--- src/corr_pkg.sv ---
/* Correlator sizes, vector types, the sampler and count-set structs
 * and the serializer state encoding */

package corr_pkg;

	// Sizes --------------------
	localparam int NUM_INPUTS = 4;
	localparam int NUM_LAGS = 4; // Lags 0 to NUM_LAGS-1
	localparam int NUM_BASELINES = NUM_INPUTS * (NUM_INPUTS - 1) / 2;
	localparam int WIN_SAMPLES = 64; // Strobes per integration window
	localparam int AUTO_COUNTS = NUM_INPUTS * NUM_LAGS;
	localparam int NUM_COUNTS = AUTO_COUNTS + NUM_BASELINES * NUM_LAGS;
	localparam int FRAME_WORDS = NUM_COUNTS + 1; // Header plus counts

	localparam int COUNT_W = 16;
	localparam int WIN_CNT_W = $clog2(WIN_SAMPLES);
	localparam int WORD_IDX_W = $clog2(FRAME_WORDS);

	// Vector types --------------------
	typedef logic [NUM_INPUTS-1:0] lines_t;
	typedef logic [COUNT_W-1:0] count_t; // Also the width of a frame word
	typedef logic [WIN_CNT_W-1:0] win_cnt_t;
	typedef logic [15:0] frame_no_t;
	typedef logic [WORD_IDX_W-1:0] word_idx_t;

	// The sampler feeds the correlator with hist[0] as the current sample and hist[k] k strobes old
	typedef struct packed {
		logic strobe;
		logic window_end;
		lines_t cur;
		lines_t [NUM_LAGS-1:0] hist;
	} sample_bus_t;

	// Entry 0 is the first count word of a frame
	typedef count_t [NUM_COUNTS-1:0] count_set_t;

	typedef enum logic [1:0] {
		IDLE,
		HEADER,
		COUNTS
	} ser_state_t;

endpackage

--- src/corr_top.sv ---
/* Top level of the one-bit correlator: sampler, correlator and serializer */

`timescale 1ns/1ps

module corr_top (
	input logic intclk,
	input logic arst_n,
	input logic sample_strobe,
	input corr_pkg::lines_t line_in,
	input corr_pkg::lines_t invert_mask,
	output logic word_valid,
	output logic frame_start,
	output corr_pkg::count_t word_out
);

	corr_pkg::sample_bus_t sample_bus;
	logic counts_ready; // One cycle wide, once per window
	corr_pkg::count_set_t count_set;

	line_sampler u_sampler (
		.intclk        (intclk),
		.arst_n        (arst_n),
		.sample_strobe (sample_strobe),
		.line_in       (line_in),
		.invert_mask   (invert_mask),
		.sample_bus    (sample_bus)
	);

	lag_correlator u_correlator (
		.intclk       (intclk),
		.arst_n       (arst_n),
		.sample_bus   (sample_bus),
		.counts_ready (counts_ready),
		.count_set    (count_set)
	);

	frame_serializer u_serializer (
		.intclk       (intclk),
		.arst_n       (arst_n),
		.counts_ready (counts_ready),
		.count_set    (count_set),
		.word_valid   (word_valid),
		.frame_start  (frame_start),
		.word_out     (word_out)
	);

endmodule

--- src/frame_serializer.sv ---
/* Output side: frame numbering and the strobed word stream
 * of header plus captured counts */

`timescale 1ns/1ps

module frame_serializer (
	input logic intclk,
	input logic arst_n,
	input logic counts_ready,
	input corr_pkg::count_set_t count_set,
	output logic word_valid,
	output logic frame_start,
	output corr_pkg::count_t word_out
);

	corr_pkg::ser_state_t state;
	corr_pkg::word_idx_t word_idx;
	corr_pkg::frame_no_t frame_no;
	corr_pkg::count_set_t copy;
	logic last_word;

	assign last_word = (word_idx == corr_pkg::word_idx_t'(corr_pkg::NUM_COUNTS - 1));

	// Control FSM --------------------
	always_ff @(posedge intclk or negedge arst_n) begin
		if (!arst_n) begin
			state <= corr_pkg::IDLE;
			word_idx <= '0;
			frame_no <= '0;
		end else begin
			case (state)
				corr_pkg::IDLE: begin
					word_idx <= '0;
					if (counts_ready)
						state <= corr_pkg::HEADER;
				end
				corr_pkg::HEADER: begin
					state <= corr_pkg::COUNTS;
				end
				corr_pkg::COUNTS: begin
					if (last_word) begin
						state <= corr_pkg::IDLE;
						frame_no <= frame_no + corr_pkg::frame_no_t'(1);
					end else begin
						word_idx <= word_idx + corr_pkg::word_idx_t'(1);
					end
				end
				default: state <= corr_pkg::IDLE;
			endcase
		end
	end

	// Own copy so the correlator may capture again while a frame is out
	always_ff @(posedge intclk) begin
		if (state == corr_pkg::IDLE && counts_ready)
			copy <= count_set;
	end

	// Output words --------------------
	always_comb begin
		word_valid = (state != corr_pkg::IDLE);
		frame_start = (state == corr_pkg::HEADER);
		case (state)
			corr_pkg::HEADER: word_out = corr_pkg::count_t'(frame_no);
			corr_pkg::COUNTS: word_out = copy[word_idx];
			default: word_out = '0;
		endcase
	end

endmodule

--- src/lag_correlator.sv ---
/* Processing: auto and cross coincidence counters per lag,
 * with capture and clear at the end of each window */

`timescale 1ns/1ps

module lag_correlator (
	input logic intclk,
	input logic arst_n,
	input corr_pkg::sample_bus_t sample_bus,
	output logic counts_ready,
	output corr_pkg::count_set_t count_set
);

	logic [corr_pkg::NUM_COUNTS-1:0] hit;
	corr_pkg::count_set_t acc;
	corr_pkg::count_set_t acc_next;

	// Holds at the top of the range instead of wrapping
	function automatic corr_pkg::count_t sat_inc(input corr_pkg::count_t c, input logic h);
		corr_pkg::count_t r;
		r = c;
		if (h && (c != '1))
			r = c + corr_pkg::count_t'(1);
		return r;
	endfunction

	// Coincidence detection --------------------
	always_comb begin
		int base;
		hit = '0;
		// Auto terms go line major and lag minor
		for (int i = 0; i < corr_pkg::NUM_INPUTS; i++) begin
			for (int k = 0; k < corr_pkg::NUM_LAGS; k++)
				hit[i*corr_pkg::NUM_LAGS + k] = sample_bus.cur[i] & sample_bus.hist[k][i];
		end
		// Cross terms follow in pair order (0,1), (0,2) ... (2,3)
		base = corr_pkg::AUTO_COUNTS;
		for (int a = 0; a < corr_pkg::NUM_INPUTS; a++) begin
			for (int b = a + 1; b < corr_pkg::NUM_INPUTS; b++) begin
				for (int k = 0; k < corr_pkg::NUM_LAGS; k++)
					hit[base + k] = sample_bus.cur[a] & sample_bus.hist[k][b];
				base = base + corr_pkg::NUM_LAGS;
			end
		end
	end

	always_comb begin
		for (int n = 0; n < corr_pkg::NUM_COUNTS; n++)
			acc_next[n] = sat_inc(acc[n], hit[n]);
	end

	// Accumulators --------------------
	always_ff @(posedge intclk or negedge arst_n) begin
		if (!arst_n) begin
			acc <= '0;
			counts_ready <= 1'b0;
		end else begin
			counts_ready <= sample_bus.strobe && sample_bus.window_end;
			if (sample_bus.strobe) begin
				if (sample_bus.window_end)
					acc <= '0; // Next window starts from zero
				else
					acc <= acc_next;
			end
		end
	end

	// The final sample of the window is folded in while capturing
	always_ff @(posedge intclk) begin
		if (sample_bus.strobe && sample_bus.window_end)
			count_set <= acc_next;
	end

endmodule

--- src/line_sampler.sv ---
/* Input side: polarity inversion, per-line sample history
 * and integration window counting */

`timescale 1ns/1ps

module line_sampler (
	input logic intclk,
	input logic arst_n,
	input logic sample_strobe,
	input corr_pkg::lines_t line_in,
	input corr_pkg::lines_t invert_mask,
	output corr_pkg::sample_bus_t sample_bus
);

	corr_pkg::lines_t eff;
	corr_pkg::win_cnt_t win_cnt;
	logic last_in_win;

	assign eff = line_in ^ invert_mask; // Selected lines are inverted
	assign last_in_win = (win_cnt == corr_pkg::win_cnt_t'(corr_pkg::WIN_SAMPLES - 1));

	// Window counter --------------------
	always_ff @(posedge intclk or negedge arst_n) begin
		if (!arst_n) begin
			win_cnt <= '0;
		end else if (sample_strobe) begin
			if (last_in_win)
				win_cnt <= '0;
			else
				win_cnt <= win_cnt + corr_pkg::win_cnt_t'(1);
		end
	end

	// Sample bus and history --------------------
	always_ff @(posedge intclk or negedge arst_n) begin
		if (!arst_n) begin
			sample_bus <= '0;
		end else begin
			sample_bus.strobe <= sample_strobe;
			sample_bus.window_end <= sample_strobe && last_in_win;
			if (sample_strobe) begin
				sample_bus.cur <= eff;
				sample_bus.hist[0] <= eff;
				for (int k = 1; k < corr_pkg::NUM_LAGS; k++)
					sample_bus.hist[k] <= sample_bus.hist[k-1]; // Older samples move down one slot
			end
		end
	end

endmodule
--- config.mk ---
export PLATFORM = sky130hd
export DESIGN_NAME = corr_top
export DESIGN_NICKNAME = d
export VERILOG_FILES = /design/src/corr_pkg.sv /design/src/corr_top.sv /design/src/frame_serializer.sv /design/src/lag_correlator.sv /design/src/line_sampler.sv
export SDC_FILE = /design/constraint.sdc
export NUM_CORES = 2
export LEC_CHECK = 0
export BUFFER_PORTS_ARGS = -buffer_cell sky130_fd_sc_hd__buf_2
export CAP_MARGIN = 30
export CORE_MARGIN = 4
export CORE_UTILIZATION = 53
export CTS_BUF_LIST = sky130_fd_sc_hd__clkbuf_4
export CTS_CLUSTER_DIAMETER = 150
export DETAILED_ROUTE_END_ITERATION = 10
export HOLD_SLACK_MARGIN = 0.05
export PLACE_DENSITY = 0.71
export SYNTH_ARGS = -nofsm -noshare
export SYNTH_HDL_FRONTEND = slang
export SYNTH_HIERARCHICAL = 1
export SYNTH_SLANG_ARGS = --single-unit
export TNS_END_PERCENT = 1
--- constraint.sdc ---
create_clock -name intclk -period 19.3 [get_ports intclk]
set_input_delay 2.895 -clock intclk [delete_from_list [all_inputs] [get_ports intclk]]
set_output_delay 2.895 -clock intclk [all_outputs]
set_load 0.03 [all_outputs]
==> impl_metrics.json <==
{
  "syn_avg_cell_area_um2": 12.3,
  "clock_latency_ps": 1310,
  "critPathLaunch": "u_serializer/word_idx[1]",
  "power_density_nw_per_um2": 99.7,
  "clkTransAtPathRegs_ps": 60,
  "synth_cell_type_count": 103,
  "clock-sinks": 1969,
  "hold_class": "flop to flop",
  "syn-cell-area_um2": 91600,
  "criticalPathCategory": "flop to output pin",
  "leakage_nw": 38.1,
  "start_util_pct": 53.3,
  "fin_crit_ps": 9130,
  "hold_end": "u_serializer/copy[175]",
  "fillers": 13600,
  "hold_viol": 0,
  "ys_warn_count": 6,
  "stdcell_area_um2": 100000,
  "rr_worst_depth": 7,
  "max-vdd-ir-drop_v": 0.0000712,
  "cts_buffer_depth": 4,
  "hpwl_um": 157000,
  "crit_required_ps": 16410,
  "grt_pass1_vias": 61400,
  "cts_made_buffers": 535,
  "dr_wl_met2_um": 112000,
  "slew_viol_final": 0,
  "r2r-start": "u_sampler/sample_bus[21]",
  "pin_count": 29,
  "worstSetupEndpointType": "output pin",
  "synth.net_count": 7533,
  "multi_input_area_um2": 33200,
  "fin_nets": 7697,
  "ys_seq_area_share_pct": 60.8,
  "startpoint_type": "flop",
  "clock.fmax_mhz": 110,
  "status": "finished clean",
  "max_slew_margin_pct": 17.9,
  "synth_seq_cells": 1969,
  "synth_ff_type": "edfxtp_1",
  "setup_viol": 0,
  "die_x_um": 424,
  "vias": 64800,
  "synth_edf_count": 1280,
  "wl_per_cell_um": 23.5,
  "grt_pass1_wl_um": 370000,
  "fin_ws_ps": 10170,
  "drv_cap": 0,
  "grt-ovfl-total": 0,
  "post_dp_cell_area_um2": 93300,
  "regToRegSetupSlack_ps": 15150,
  "reg2reg_to": "u_correlator/acc[141]",
  "antenna_found_initial": 11,
  "cts_resized": 0,
  "drc": 0,
  "grt_max_degree": 179,
  "drt_iter0_markers": 6657,
  "fp.coreArea_um2": 172000,
  "timing.final.crit_share_pct": 47.3,
  "cts_setup_buffers": 0,
  "routed_wl_um": 244000,
  "area_growth_pct": 9.68,
  "die_h_um": 424,
  "die_area_um2": 180000,
  "wl_met1_um": 98200,
  "ant_nets": 0,
  "viasPerCell": 6.25,
  "syn_inst": 7476,
  "rsz0062_at_grt": "no",
  "met3_length_um": 21700,
  "cp_max_fo": 157,
  "crit_arrival_ps": 6230,
  "hold_buffers": 0,
  "ctsRootBufferMaster": "clkbuf_4",
  "finClkSkew_ps": 86.8,
  "drive_above_1_share_pct": 15.0,
  "worstMarginPinSlew_ps": 1230,
  "top_layer": "met5",
  "min_from": "u_correlator/count_set[175]",
  "gp_congestion": 0.934,
  "pre_cts_ws_ps": 11510,
  "io_buffer_count": 28,
  "cts_tree": "done",
  "seq_area_um2": 55700,
  "grtUsageTotal_pct": 26.7,
  "rows": 152,
  "async_flop_share_pct": 35.0,
  "cts_max_level": 6,
  "fin_tns_setup_ps": 0,
  "min_path_cells": 0,
  "detail_route.first_pass.iterations": 6
}
-- cells in the final DEF, fill, tap and decap left out, drive strengths merged, types with 72 or more instances in the layout --
| cell type | n |
|---|---|
| nor2 | 352 |
| edfxtp | 1280 |
| inv | 176 |
| nand4 | 185 |
| a41oi | 72 |
| nor4 | 73 |
| xor2 | 184 |
| o31ai | 197 |
| a21oi | 187 |
| or4 | 106 |
| nor3 | 114 |
| clkinv | 99 |
| o311ai | 87 |
| dfrtp | 689 |
| xnor2 | 419 |
| and2 | 88 |
| clkbuf | 829 |
| buf | 119 |
| nand2 | 613 |
| and3 | 115 |
| and4 | 88 |
| a31oi | 110 |
| a22o | 101 |
| o21ai | 400 |
| mux2i | 217 |
| nand3 | 317 |
-- per-layer routing --
layer / track usage [%] / vias to the layer above
met5: 0 / -
li1: - / 29300
met3: 5.97 / 513
met2: 40.7 / 3048
met4: 13.3 / 6
met1: 36.3 / 31900
-- sequential cells by signal, summed over array words and instances, names as in the netlist --
name / cells
u_serializer/copy: 640
u_sampler/win_cnt: 6
u_correlator/count_set: 640
u_correlator/acc: 640
u_serializer/word_idx: 6
u_sampler/sample_bus: 18
u_serializer/state: 2
u_serializer/frame_no: 16
u_correlator/counts_ready: 1
-- power by group --
group | switching (mW) | leakage [nW] | total [mW] | internal (mW)
sequential | 0.332 | 22.6 | 5.08 | 4.75
combinational | 0.645 | 11.3 | 1.09 | 0.448
clock | 1.75 | 4.21 | 3.85 | 2.10
-- logic make-up after synthesis --
| logic type | synth area share, % |
|---|---|
| simple gates | 12.6 |
| flops | 60.8 |
| compound gates | 12.6 |
| buf+inv | 3.00 |
| xor+xnor | 5.77 |
| mux | 4.60 |
| fa+ha+maj | 0.628 |
-- area by class of cell --
class / count / share of cell area [%]
flip-flops and latches: 1969 / 55.4
multi-input cells: 4851 / 33.1
clock buffers: 829 / 6.19
well taps: 2310 / 2.88
repair buffers: 120 / 0.994
clock inverters: 125 / 0.782
inverters: 163 / 0.629
diodes: 9 / 0.0224
-- critical path, cell delays in order, from the launching register on --
cell and delay (ps):
dfrtp_4 860, buf_4 890, buf_12 680, mux2i_1 190, a22o_1 300, a221oi_1 490, o22ai_1 150, o41ai_1 700
buf_4 260, buf_2 200
-- Yosys cell counts, types with 37 or more instances --
master	n	area, µm²
a22o_1	101	885
clkbuf_1	378	1420
buf_2	51	255
inv_1	162	608
a32o_1	44	440
xor2_1	184	1610
mux2i_1	217	2170
nand2_1	613	2300
mux4_2	64	1440
or3_1	63	394
a22oi_1	37	278
and4_1	88	771
o211ai_1	60	450
and2_1	84	526
ha_1	46	576
nor2_1	351	1320
or4_1	106	796
a21o_1	60	450
a31oi_1	109	682
nor4_1	69	432
edfxtp_1	1280	38400
and3_1	112	701
a21oi_1	187	936
o311ai_0	80	701
o21ai_0	391	1960
nor2b_1	55	344
nand4_1	184	1150
mux2_2	39	439
nand3_1	317	1590
xnor2_1	419	3670
o31ai_1	197	1480
a41oi_1	72	631
dfrtp_1	689	17200
nor3_1	110	551
-- worst max path at each step --
stage / to / slack (ps) / depth (start not counted)
6_report: word_out[12] / 10170 / 9
5_1_grt: word_out[12] / 9920 / 9
3_5_place_dp: word_out[12] / 11510 / 9
3_3_place_gp: word_out[15] / 11270 / 9
2_1_floorplan: u_serializer/copy[0] / 3190 / 3
4_1_cts: word_out[12] / 10040 / 9
-- stage by stage --
stage / util [%] / std cells / hold slack [ps] / total power [mW]
after floorplan: - / 7476 / 400 / 5.88
after global placement: 54.3 / 9397 / 401 / 6.17
after detailed placement: 54.3 / 9407 / 405 / 6.23
after CTS: 58.4 / 10400 / 371 / 10.1
after global routing: 58.5 / 10400 / 382 / 10.5
final: 58.5 / 10400 / 383 / 10.0
(Power assumes the default switching activity.)
